### src/alu_cfg_pkg.sv
package alu_cfg_pkg;

   // ~~~~~~~~~~~~~~~~~~~~
   // Datapath widths
   // ~~~~~~~~~~~~~~~~~~~~

   // Operand and result width
   localparam int DATA_W = 16;

   // Top bit index, doubles as sign bit
   localparam int DATA_MSB = DATA_W - 1;

   // Bit counter for restoring division
   localparam int CNT_W = $clog2(DATA_W);

   // ~~~~~~~~~~~~~~~~~~~~
   // Derived constants
   // ~~~~~~~~~~~~~~~~~~~~

   // Most negative operand value
   localparam logic [DATA_W-1:0] DATA_MIN = {1'b1, {(DATA_W-1){1'b0}}};

   // Last division round
   localparam logic [CNT_W-1:0] CNT_LAST = CNT_W'(DATA_W - 1);

endpackage

### src/alu_types_pkg.sv
package alu_types_pkg;

   import alu_cfg_pkg::*;

   // ~~~~~~~~~~~~~~~~~~~~
   // Opcodes
   // ~~~~~~~~~~~~~~~~~~~~

   localparam int OP_W = 2;

   // Order matches strobe priority
   typedef enum logic [OP_W-1:0] {
      OP_ADD,
      OP_SUB,
      OP_MUL,
      OP_DIV
   } opcode_e;

   // ~~~~~~~~~~~~~~~~~~~~
   // Stage payloads
   // ~~~~~~~~~~~~~~~~~~~~

   // Command from capture to core
   typedef struct packed {
      opcode_e           op;
      logic [DATA_W-1:0] a;
      logic [DATA_W-1:0] b;
      logic              div_zero;
   } alu_cmd_t;

   // Result from core to output port
   typedef struct packed {
      logic [DATA_W-1:0] q;
      logic              ovf;
      logic              div_zero;
   } alu_result_t;

endpackage

### src/alu_cmd_capture.sv
module alu_cmd_capture
   import alu_cfg_pkg::*;
   import alu_types_pkg::*;
(
   input  logic              i_clk,
   input  logic              i_nrst,
   input  logic [DATA_W-1:0] i_a,
   input  logic [DATA_W-1:0] i_b,
   input  logic              i_add,
   input  logic              i_sub,
   input  logic              i_mul,
   input  logic              i_div,
   input  logic              i_busy,
   output alu_cmd_t          o_cmd,
   output logic              o_cmd_valid
);

   logic    any_strobe;
   logic    accept;
   logic    b_zero;
   opcode_e sel_op;

   // ~~~~~~~~~~~~~~~~~~~~
   // Strobe selection
   // ~~~~~~~~~~~~~~~~~~~~

   assign any_strobe = i_add | i_sub | i_mul | i_div;

   // A command still on its way to the core blocks as well,
   // busy from the core only shows up one cycle after it takes one
   assign accept = any_strobe & ~i_busy & ~o_cmd_valid;

   assign b_zero = (i_b == '0);

   // Fixed priority add, sub, mul, div
   always_comb begin
      if (i_add) begin
         sel_op = OP_ADD;
      end else if (i_sub) begin
         sel_op = OP_SUB;
      end else if (i_mul) begin
         sel_op = OP_MUL;
      end else begin
         sel_op = OP_DIV;
      end
   end

   // ~~~~~~~~~~~~~~~~~~~~
   // Command register
   // ~~~~~~~~~~~~~~~~~~~~

   always_ff @(posedge i_clk or negedge i_nrst) begin
      if (!i_nrst) begin
         o_cmd_valid <= 1'b0;
      end else begin
         o_cmd_valid <= accept;
      end
   end

   always_ff @(posedge i_clk) begin
      if (accept) begin
         o_cmd.op       <= sel_op;
         o_cmd.a        <= i_a;
         o_cmd.b        <= i_b;
         // Only place the divisor is tested for zero
         o_cmd.div_zero <= (sel_op == OP_DIV) && b_zero;
      end
   end

   // ~~~~~~~~~~~~~~~~~~~~
   // Checks
   // ~~~~~~~~~~~~~~~~~~~~

   // No new command while the core is still working
   a_no_cmd_when_busy: assert property (
      @(posedge i_clk) disable iff (!i_nrst)
      $rose(o_cmd_valid) |-> !i_busy
   );

endmodule

### src/alu_seq_core.sv
module alu_seq_core
   import alu_cfg_pkg::*;
   import alu_types_pkg::*;
(
   input  logic        i_clk,
   input  logic        i_nrst,
   input  alu_cmd_t    i_cmd,
   input  logic        i_cmd_valid,
   output logic        o_busy,
   output alu_result_t o_res,
   output logic        o_done
);

   typedef enum logic [2:0] {
      ST_IDLE,
      ST_SIGN_B,
      ST_MUL,
      ST_DIV_SHIFT,
      ST_DIV_CMP,
      ST_DIV_COUNT,
      ST_SIGN_Q
   } state_e;

   state_e            state;
   alu_cmd_t          cmd_q;
   logic              start;
   logic              take;
   logic              neg;
   logic              a_neg;
   logic              b_neg;
   logic [DATA_W-1:0] a_r;
   logic [DATA_W-1:0] b_r;
   logic [DATA_W-1:0] r_r;
   logic [DATA_W-1:0] q_r;
   logic [CNT_W-1:0]  cnt;

   logic [DATA_W-1:0] adder_a;
   logic [DATA_W-1:0] adder_b;
   logic              adder_cin;
   logic [DATA_W-1:0] adder_q;
   logic              adder_co;
   logic              adder_ovf;

   logic              mul_more;
   logic              mul_ovf;
   logic [DATA_W-1:0] mul_sum;
   logic              q_too_big;

   function automatic alu_result_t pack_res(logic [DATA_W-1:0] q, logic ovf, logic dz);
      alu_result_t res;
      // Overflow always reports zero
      res.q        = ovf ? '0 : q;
      res.ovf      = ovf;
      res.div_zero = dz;
      return res;
   endfunction

   // ~~~~~~~~~~~~~~~~~~~~
   // Command intake
   // ~~~~~~~~~~~~~~~~~~~~

   assign take  = (state == ST_IDLE) && !start && i_cmd_valid;
   assign a_neg = cmd_q.a[DATA_MSB];
   assign b_neg = cmd_q.b[DATA_MSB];

   always_ff @(posedge i_clk) begin
      if (take) begin
         cmd_q <= i_cmd;
      end
   end

   // ~~~~~~~~~~~~~~~~~~~~
   // Shared adder
   // ~~~~~~~~~~~~~~~~~~~~

   // Negation is ~x with carry in
   always_comb begin
      adder_a   = q_r;
      adder_b   = '0;
      adder_cin = 1'b0;
      case (state)
         ST_IDLE: begin
            case (cmd_q.op)
               OP_ADD: begin
                  adder_a = cmd_q.a;
                  adder_b = cmd_q.b;
               end
               OP_SUB: begin
                  adder_a   = cmd_q.a;
                  adder_b   = ~cmd_q.b;
                  adder_cin = 1'b1;
               end
               default: begin
                  // a first, b here only if a is positive
                  adder_a   = a_neg ? ~cmd_q.a : ~cmd_q.b;
                  adder_cin = 1'b1;
               end
            endcase
         end
         ST_SIGN_B: begin
            adder_a   = ~b_r;
            adder_cin = 1'b1;
         end
         ST_MUL: begin
            adder_a = q_r;
            adder_b = b_r;
         end
         ST_DIV_CMP: begin
            adder_a   = r_r;
            adder_b   = ~b_r;
            adder_cin = 1'b1;
         end
         ST_DIV_COUNT: begin
            adder_a   = DATA_W'(cnt);
            adder_cin = 1'b1;
         end
         ST_SIGN_Q: begin
            adder_a   = ~q_r;
            adder_cin = 1'b1;
         end
         default: begin
            adder_cin = 1'b0;
         end
      endcase
   end

   assign {adder_co, adder_q} = {1'b0, adder_a} + {1'b0, adder_b} +
                                {{DATA_W{1'b0}}, adder_cin};
   assign adder_ovf = (adder_a[DATA_MSB] == adder_b[DATA_MSB]) &&
                      (adder_q[DATA_MSB] != adder_a[DATA_MSB]);

   // Magnitudes are unsigned here, carry is the range limit
   assign mul_more  = (a_r[DATA_W-1:1] != '0);
   assign mul_sum   = a_r[0] ? adder_q : q_r;
   assign mul_ovf   = (a_r[0] && adder_co) || (b_r[DATA_MSB] && mul_more);
   // Negative side may reach DATA_MIN
   assign q_too_big = q_r[DATA_MSB] && (q_r[DATA_W-2:0] != '0);

   // ~~~~~~~~~~~~~~~~~~~~
   // Control FSM
   // ~~~~~~~~~~~~~~~~~~~~

   always_ff @(posedge i_clk or negedge i_nrst) begin
      if (!i_nrst) begin
         state  <= ST_IDLE;
         start  <= 1'b0;
         neg    <= 1'b0;
         a_r    <= '0;
         b_r    <= '0;
         r_r    <= '0;
         q_r    <= '0;
         cnt    <= '0;
         o_busy <= 1'b0;
         o_done <= 1'b0;
         o_res  <= '0;
      end else begin
         o_done <= 1'b0;
         if (take) begin
            start  <= 1'b1;
            o_busy <= ((i_cmd.op == OP_MUL) || (i_cmd.op == OP_DIV)) && !i_cmd.div_zero;
         end
         case (state)
            ST_IDLE: begin
               if (start) begin
                  start <= 1'b0;
                  neg   <= a_neg ^ b_neg;
                  if (cmd_q.div_zero) begin
                     o_res  <= pack_res('0, 1'b0, 1'b1);
                     o_done <= 1'b1;
                     o_busy <= 1'b0;
                  end else if (cmd_q.op == OP_ADD) begin
                     o_res  <= pack_res(adder_q, adder_ovf, 1'b0);
                     o_done <= 1'b1;
                  end else if (cmd_q.op == OP_SUB) begin
                     o_res  <= pack_res(adder_q, adder_ovf | (cmd_q.b == DATA_MIN), 1'b0);
                     o_done <= 1'b1;
                  end else if (adder_ovf) begin
                     // Operand at DATA_MIN has no magnitude
                     o_res  <= pack_res('0, 1'b1, 1'b0);
                     o_done <= 1'b1;
                     o_busy <= 1'b0;
                  end else begin
                     a_r <= a_neg ? adder_q : cmd_q.a;
                     b_r <= (b_neg && !a_neg) ? adder_q : cmd_q.b;
                     r_r <= '0;
                     q_r <= '0;
                     cnt <= '0;
                     if (a_neg && b_neg) begin
                        state <= ST_SIGN_B;
                     end else begin
                        state <= (cmd_q.op == OP_MUL) ? ST_MUL : ST_DIV_SHIFT;
                     end
                  end
               end
            end
            ST_SIGN_B: begin
               if (adder_ovf) begin
                  o_res  <= pack_res('0, 1'b1, 1'b0);
                  o_done <= 1'b1;
                  o_busy <= 1'b0;
                  state  <= ST_IDLE;
               end else begin
                  b_r   <= adder_q;
                  state <= (cmd_q.op == OP_MUL) ? ST_MUL : ST_DIV_SHIFT;
               end
            end
            ST_MUL: begin
               a_r <= a_r >> 1;
               b_r <= b_r << 1;
               if (mul_ovf) begin
                  o_res  <= pack_res('0, 1'b1, 1'b0);
                  o_done <= 1'b1;
                  o_busy <= 1'b0;
                  state  <= ST_IDLE;
               end else begin
                  q_r <= mul_sum;
                  if (!mul_more && neg) begin
                     state <= ST_SIGN_Q;
                  end else if (!mul_more) begin
                     o_res  <= pack_res(mul_sum, mul_sum[DATA_MSB], 1'b0);
                     o_done <= 1'b1;
                     o_busy <= 1'b0;
                     state  <= ST_IDLE;
                  end
               end
            end
            ST_DIV_SHIFT: begin
               r_r   <= {r_r[DATA_W-2:0], a_r[DATA_MSB]};
               a_r   <= a_r << 1;
               state <= ST_DIV_CMP;
            end
            ST_DIV_CMP: begin
               // Carry out means r >= b, keep the difference
               if (adder_co) begin
                  r_r <= adder_q;
               end
               q_r   <= {q_r[DATA_W-2:0], adder_co};
               state <= ST_DIV_COUNT;
            end
            ST_DIV_COUNT: begin
               if (cnt != CNT_LAST) begin
                  cnt   <= adder_q[CNT_W-1:0];
                  state <= ST_DIV_SHIFT;
               end else if (neg) begin
                  state <= ST_SIGN_Q;
               end else begin
                  o_res  <= pack_res(q_r, 1'b0, 1'b0);
                  o_done <= 1'b1;
                  o_busy <= 1'b0;
                  state  <= ST_IDLE;
               end
            end
            ST_SIGN_Q: begin
               o_res  <= pack_res(adder_q, q_too_big, 1'b0);
               o_done <= 1'b1;
               o_busy <= 1'b0;
               state  <= ST_IDLE;
            end
            default: begin
               state <= ST_IDLE;
            end
         endcase
      end
   end

   // ~~~~~~~~~~~~~~~~~~~~
   // Checks
   // ~~~~~~~~~~~~~~~~~~~~

   a_done_single: assert property (
      @(posedge i_clk) disable iff (!i_nrst)
      o_done |=> !o_done
   );

   // Busy only ends with a result
   a_busy_ends_done: assert property (
      @(posedge i_clk) disable iff (!i_nrst)
      $fell(o_busy) |-> o_done
   );

endmodule

### src/alu_result_port.sv
module alu_result_port
   import alu_cfg_pkg::*;
   import alu_types_pkg::*;
(
   input  logic              i_clk,
   input  logic              i_nrst,
   input  alu_result_t       i_res,
   input  logic              i_done,
   input  logic              i_clr_flags,
   output logic [DATA_W-1:0] o_q,
   output logic              o_ovf,
   output logic              o_div_zero,
   output logic              o_valid,
   output logic              o_sticky_ovf,
   output logic              o_sticky_div_zero
);

   logic set_ovf;
   logic set_div_zero;

   assign set_ovf      = i_done & i_res.ovf;
   assign set_div_zero = i_done & i_res.div_zero;

   // ~~~~~~~~~~~~~~~~~~~~
   // Result registers
   // ~~~~~~~~~~~~~~~~~~~~

   // Held until the next result
   always_ff @(posedge i_clk or negedge i_nrst) begin
      if (!i_nrst) begin
         o_valid    <= 1'b0;
         o_q        <= '0;
         o_ovf      <= 1'b0;
         o_div_zero <= 1'b0;
      end else begin
         o_valid <= i_done;
         if (i_done) begin
            o_q        <= i_res.q;
            o_ovf      <= i_res.ovf;
            o_div_zero <= i_res.div_zero;
         end
      end
   end

   // ~~~~~~~~~~~~~~~~~~~~
   // Sticky flags
   // ~~~~~~~~~~~~~~~~~~~~

   // Set beats clear in the same cycle
   always_ff @(posedge i_clk or negedge i_nrst) begin
      if (!i_nrst) begin
         o_sticky_ovf      <= 1'b0;
         o_sticky_div_zero <= 1'b0;
      end else begin
         o_sticky_ovf      <= set_ovf | (o_sticky_ovf & ~i_clr_flags);
         o_sticky_div_zero <= set_div_zero | (o_sticky_div_zero & ~i_clr_flags);
      end
   end

   a_valid_single: assert property (
      @(posedge i_clk) disable iff (!i_nrst)
      o_valid |=> !o_valid
   );

endmodule

### src/alu_unit_top.sv
module alu_unit_top
   import alu_cfg_pkg::*;
   import alu_types_pkg::*;
(
   input  logic              i_clk,
   input  logic              i_nrst,
   input  logic [DATA_W-1:0] i_a,
   input  logic [DATA_W-1:0] i_b,
   input  logic              i_add,
   input  logic              i_sub,
   input  logic              i_mul,
   input  logic              i_div,
   input  logic              i_clr_flags,
   output logic [DATA_W-1:0] o_q,
   output logic              o_ovf,
   output logic              o_div_zero,
   output logic              o_valid,
   output logic              o_busy,
   output logic              o_sticky_ovf,
   output logic              o_sticky_div_zero
);

   alu_cmd_t    cmd;
   logic        cmd_valid;
   alu_result_t res;
   logic        done;

   // Strobes in, one command out
   alu_cmd_capture u_capture (
      .i_clk       (i_clk),
      .i_nrst      (i_nrst),
      .i_a         (i_a),
      .i_b         (i_b),
      .i_add       (i_add),
      .i_sub       (i_sub),
      .i_mul       (i_mul),
      .i_div       (i_div),
      .i_busy      (o_busy),
      .o_cmd       (cmd),
      .o_cmd_valid (cmd_valid)
   );

   alu_seq_core u_core (
      .i_clk       (i_clk),
      .i_nrst      (i_nrst),
      .i_cmd       (cmd),
      .i_cmd_valid (cmd_valid),
      .o_busy      (o_busy),
      .o_res       (res),
      .o_done      (done)
   );

   alu_result_port u_result (
      .i_clk             (i_clk),
      .i_nrst            (i_nrst),
      .i_res             (res),
      .i_done            (done),
      .i_clr_flags       (i_clr_flags),
      .o_q               (o_q),
      .o_ovf             (o_ovf),
      .o_div_zero        (o_div_zero),
      .o_valid           (o_valid),
      .o_sticky_ovf      (o_sticky_ovf),
      .o_sticky_div_zero (o_sticky_div_zero)
   );

endmodule

### config.mk
export PLATFORM = sky130hd
export DESIGN_NAME = alu_unit_top
export DESIGN_NICKNAME = d
export VERILOG_FILES = /design/src/alu_cfg_pkg.sv /design/src/alu_types_pkg.sv /design/src/alu_cmd_capture.sv /design/src/alu_seq_core.sv /design/src/alu_result_port.sv /design/src/alu_unit_top.sv
export SDC_FILE = /design/constraint.sdc
export NUM_CORES = 1
export LEC_CHECK = 0
export ABC_AREA = 1
export ABC_CLOCK_PERIOD_IN_PS = 3550
export BUFFER_PORTS_ARGS = -buffer_cell sky130_fd_sc_hd__buf_2
export CELL_PAD_IN_SITES_DETAIL_PLACEMENT = 1
export CELL_PAD_IN_SITES_GLOBAL_PLACEMENT = 1
export CORE_UTILIZATION = 42
export CTS_CLUSTER_DIAMETER = 100
export DETAILED_ROUTE_END_ITERATION = 8
export PLACE_DENSITY_LB_ADDON = 0.1
export SYNTH_ARGS = -nofsm -noshare
export SYNTH_HDL_FRONTEND = slang
export SYNTH_SLANG_ARGS = --single-unit
### constraint.sdc
create_clock -name i_clk -period 3.55 [get_ports i_clk]
set_input_delay 0.1775 -clock i_clk [delete_from_list [all_inputs] [get_ports i_clk]]
set_output_delay 0.1775 -clock i_clk [all_outputs]
set_load 0.02 [all_outputs]
==> qor.json <==
{
  "first_global_vias": 13200,
  "global_route.usage.total": 0.381,
  "final.setup.tns_ps": -22300,
  "synth_seq_area_share": 0.435,
  "synthTopCellsByCount": "394 x sky130_fd_sc_hd__nand2_1, 193 x sky130_fd_sc_hd__inv_1, 131 x sky130_fd_sc_hd__o21ai_0, 116 x sky130_fd_sc_hd__a21oi_1, 115 x sky130_fd_sc_hd__dfrtp_1",
  "routed_wl_mm": 55.4,
  "timing.reg2reg.worst_path_depth": 23,
  "synth_largest_type_area_fraction": 0.251,
  "die_y_um": 167,
  "final.hold.worst_slack_ps": 33.1,
  "worstSetupPathDepth": 23,
  "regToRegStartpoint": "u_core.state[0]",
  "area_of_the_die_um2": 27900,
  "gp_congestion": 0.960,
  "critPathArrivalTime_ps": 4250,
  "post-route-period-util": 1.09,
  "post-place-ws_ps": -436,
  "fin_worst_skew_ps": 20.0,
  "setup_viol": 91,
  "run_status": "finished with violations",
  "setup.reg_to_reg.worst_slack_ps": -330,
  "ioPinCount": 61,
  "maxCapViolations": 0,
  "failing_checks": "negative setup slack",
  "worstPathMaxFanout": 16,
  "final_max_tran_viols": 0,
  "yosys-top-cells-area": "sky130_fd_sc_hd__dfrtp_1 25%, sky130_fd_sc_hd__edfxtp_1 18%, sky130_fd_sc_hd__nand2_1 13%",
  "ys_dominant_reg_cell": "sky130_fd_sc_hd__dfrtp_1",
  "num-nets-final": 1914,
  "synth.lib_cells_used.distinct": 48,
  "class_of_the_most_critical_setup_path": "reg2reg",
  "mappedNetlistNets": 1584,
  "wire_per_inst_um": 25.1,
  "fmax_mhz": 258,
  "drt-pass1-iter-count": 5,
  "min_path_type": "in2reg",
  "vias_per_cell": 6.00,
  "startpoint": "u_core.state[0]",
  "pin_count_of_the_biggest_net_entering_global_routing": 65,
  "cp_top_family": "simple AND/OR/NAND/NOR gates",
  "longest_clk_path_bufs": 2,
  "end_point_of_the_critical_path": "u_core.state[1]",
  "worst_pin_slew_ps": 976,
  "tritoncts": "done",
  "cts.reportedPaths.clkPinSlew_ps": 90,
  "detail-route-antenna-nets": 0,
  "asyncSetResetFlopFracSynth": 0.622,
  "drc": 0,
  "antenna_found_initial": 0,
  "reg2reg_to": "u_core.state[1]",
  "clock_tree_root": "sky130_fd_sc_hd__clkbuf_16",
  "finalHoldViolCount": 0,
  "minimum_clock_period_ps": 3880,
  "rsz0062_at_grt": "yes",
  "cp-end-kind": "flip-flop",
  "hpwlAfterDp_mm": 36.9,
  "grt_overflow_total": 0,
  "tritoncts.num_buffers": 17,
  "timing.critical_path.from_type": "flip-flop",
  "cts.sink_count": 185,
  "post_route_cells_drive_above_1_share": 0.356,
  "critical_path_required_ps": 3920,
  "timing.final.ws_setup_ps": -328,
  "hold_start": "i_add",
  "hold_depth": 2,
  "filler_cell_count": 3165,
  "synth_top_area_cell": "sky130_fd_sc_hd__dfrtp_1",
  "diode_insertion_count_for_antenna_repair": 0,
  "slowest_delay_ps": 420,
  "clkLatencyLatePin_ps": 470,
  "dr_total_vias": 13200,
  "grt_pass1_wl_mm": 79.5,
  "floorplan.core_area_um2": 26900,
  "crit_chain": "inv_2, ha_4, inv_4, nor2_8, buf_12, o211ai_1, a31oi_4, ha_4, nand2_2, inv_2, nand2_1, nand2_2, a21oi_2, buf_6, buf_6, nand3_4, nand3_4, nand2_4, nand2_4, nand2_8, nor2_1, nand2_1, o21ai_1",
  "gate_count_of_the_mapped_netlist": 1521,
  "clock_tree.htree_level_count": 4,
  "synth_edf_count": 70,
  "start_util": 0.426,
  "fp-row-count": 60,
  "dieWidth_um": 167,
  "syn-mean-instance-area_um2": 7.53,
  "cell_with_the_largest_stage_delay_on_the_worst_path": "sky130_fd_sc_hd__dfrtp_1",
  "buffer_ports.inserted": 60,
  "slew-limit-headroom": 0.349,
  "synth.cell_area_um2": 11500,
  "worstPathBufferInverterCount": 6,
  "synth_most_common_cell": "sky130_fd_sc_hd__nand2_1",
  "initialDrtViolationCount": 1158,
  "area_growth_pct": 46.0,
  "yosys_register_bits": 185,
  "ys_warnings": 0
}
cells in the final DEF (no fill, tap or decap), drive strengths merged, types with 46 or more instances in the layout:
cell type / instances
a21oi: 117
buf: 345
dfrtp: 115
edfxtp: 70
inv: 207
nand2: 399
nand3: 67
nor2: 111
o211ai: 49
o21ai: 152
o22ai: 46
metrics by stage:
| step | std cells | cell area (um^2) | util |
|---|---|---|---|
| after CTS | 2185 | 15900 | 0.590 |
| after global routing | 2205 | 16700 | 0.622 |
| after global placement | 2066 | 13700 | 0.511 |
| after detailed placement | 2066 | 13700 | 0.511 |
| after floorplan | 1521 | 11500 | - |
| final | 2205 | 16700 | 0.622 |
logic make-up after synthesis:
family | Yosys count | share of synthesized area
flops | 185 | 0.435
compound gates | 409 | 0.207
simple gates | 619 | 0.224
buf+inv | 270 | 0.0936
mux | 10 | 0.00983
xor+xnor | 4 | 0.00306
fa+ha+maj | 24 | 0.0275
repair_timing:
| item | in CTS | in global routing |
|---|---|---|
| setup buffers | 49 | 20 |
| pin swaps | 59 | 86 |
| cloned | 5 | 5 |
| gates resized for setup | 189 | 206 |
| setup endpoints to repair | 91 | 91 |
| hold buffers | 34 | 0 |
| hold endpoints to repair | 97 | 0 |
worst register-to-register path, stage by stage, from the launching register on:
cell                       delay [ps]
sky130_fd_sc_hd__dfrtp_1          420
sky130_fd_sc_hd__inv_2            130
sky130_fd_sc_hd__ha_4             190
sky130_fd_sc_hd__inv_4             60
sky130_fd_sc_hd__nor2_8           130
sky130_fd_sc_hd__buf_12           170
sky130_fd_sc_hd__o211ai_1         300
sky130_fd_sc_hd__a31oi_4          310
sky130_fd_sc_hd__ha_4             230
sky130_fd_sc_hd__nand2_2           80
sky130_fd_sc_hd__inv_2             60
sky130_fd_sc_hd__nand2_1           80
sky130_fd_sc_hd__nand2_2           90
sky130_fd_sc_hd__a21oi_2          150
sky130_fd_sc_hd__buf_6            140
sky130_fd_sc_hd__buf_6            110
sky130_fd_sc_hd__nand3_4           80
sky130_fd_sc_hd__nand3_4          140
sky130_fd_sc_hd__nand2_4           90
sky130_fd_sc_hd__nand2_4          100
sky130_fd_sc_hd__nand2_8          100
sky130_fd_sc_hd__nor2_1           350
sky130_fd_sc_hd__nand2_1          140
sky130_fd_sc_hd__o21ai_1          160
area by class of cell:
class / count / area, um^2 / share of cell area
Multi-Input combinational cell: 1066 / 6480 / 0.387
Sequential cell: 185 / 4980 / 0.298
Timing Repair Buffer: 382 / 3410 / 0.204
Inverter: 199 / 783 / 0.0468
Tap cell: 341 / 427 / 0.0255
Clock buffer: 17 / 425 / 0.0254
Clock inverter: 15 / 221 / 0.0132
metal layers:
layer  track usage  share of wire  up-vias
met2         0.626           0.47      635
li1              -              -     5811
met5             0              0        -
met1         0.487           0.40     6616
met4         0.155          0.048        0
met3        0.0830          0.085      173
flip-flops by register name, summed over array words and instances, names as in the netlist, 3 cells and up:
signal,cells
u_core.a_r,16
u_core.cnt,4
u_result.o_q,16
u_core.r_r,16
u_core.q_r,16
u_core.o_res,18
u_core.b_r,16
u_core.cmd_q,33
u_core.state,3
u_capture.o_cmd,35
how the worst min path moves through the flow:
stage                                        to  slack (ps)
after floorplan           u_capture.o_cmd_valid        -120
after global placement         u_result.o_q[10]         340
after detailed placement    u_capture.o_cmd[25]         360
after CTS                   u_capture.o_cmd[33]           4
after global routing        u_capture.o_cmd[33]          30
final                       u_capture.o_cmd[33]          30
Power is left out: the tool's default activity adds up to more than one toggle a clock period on the data nets, which glitch-free logic cannot reach.
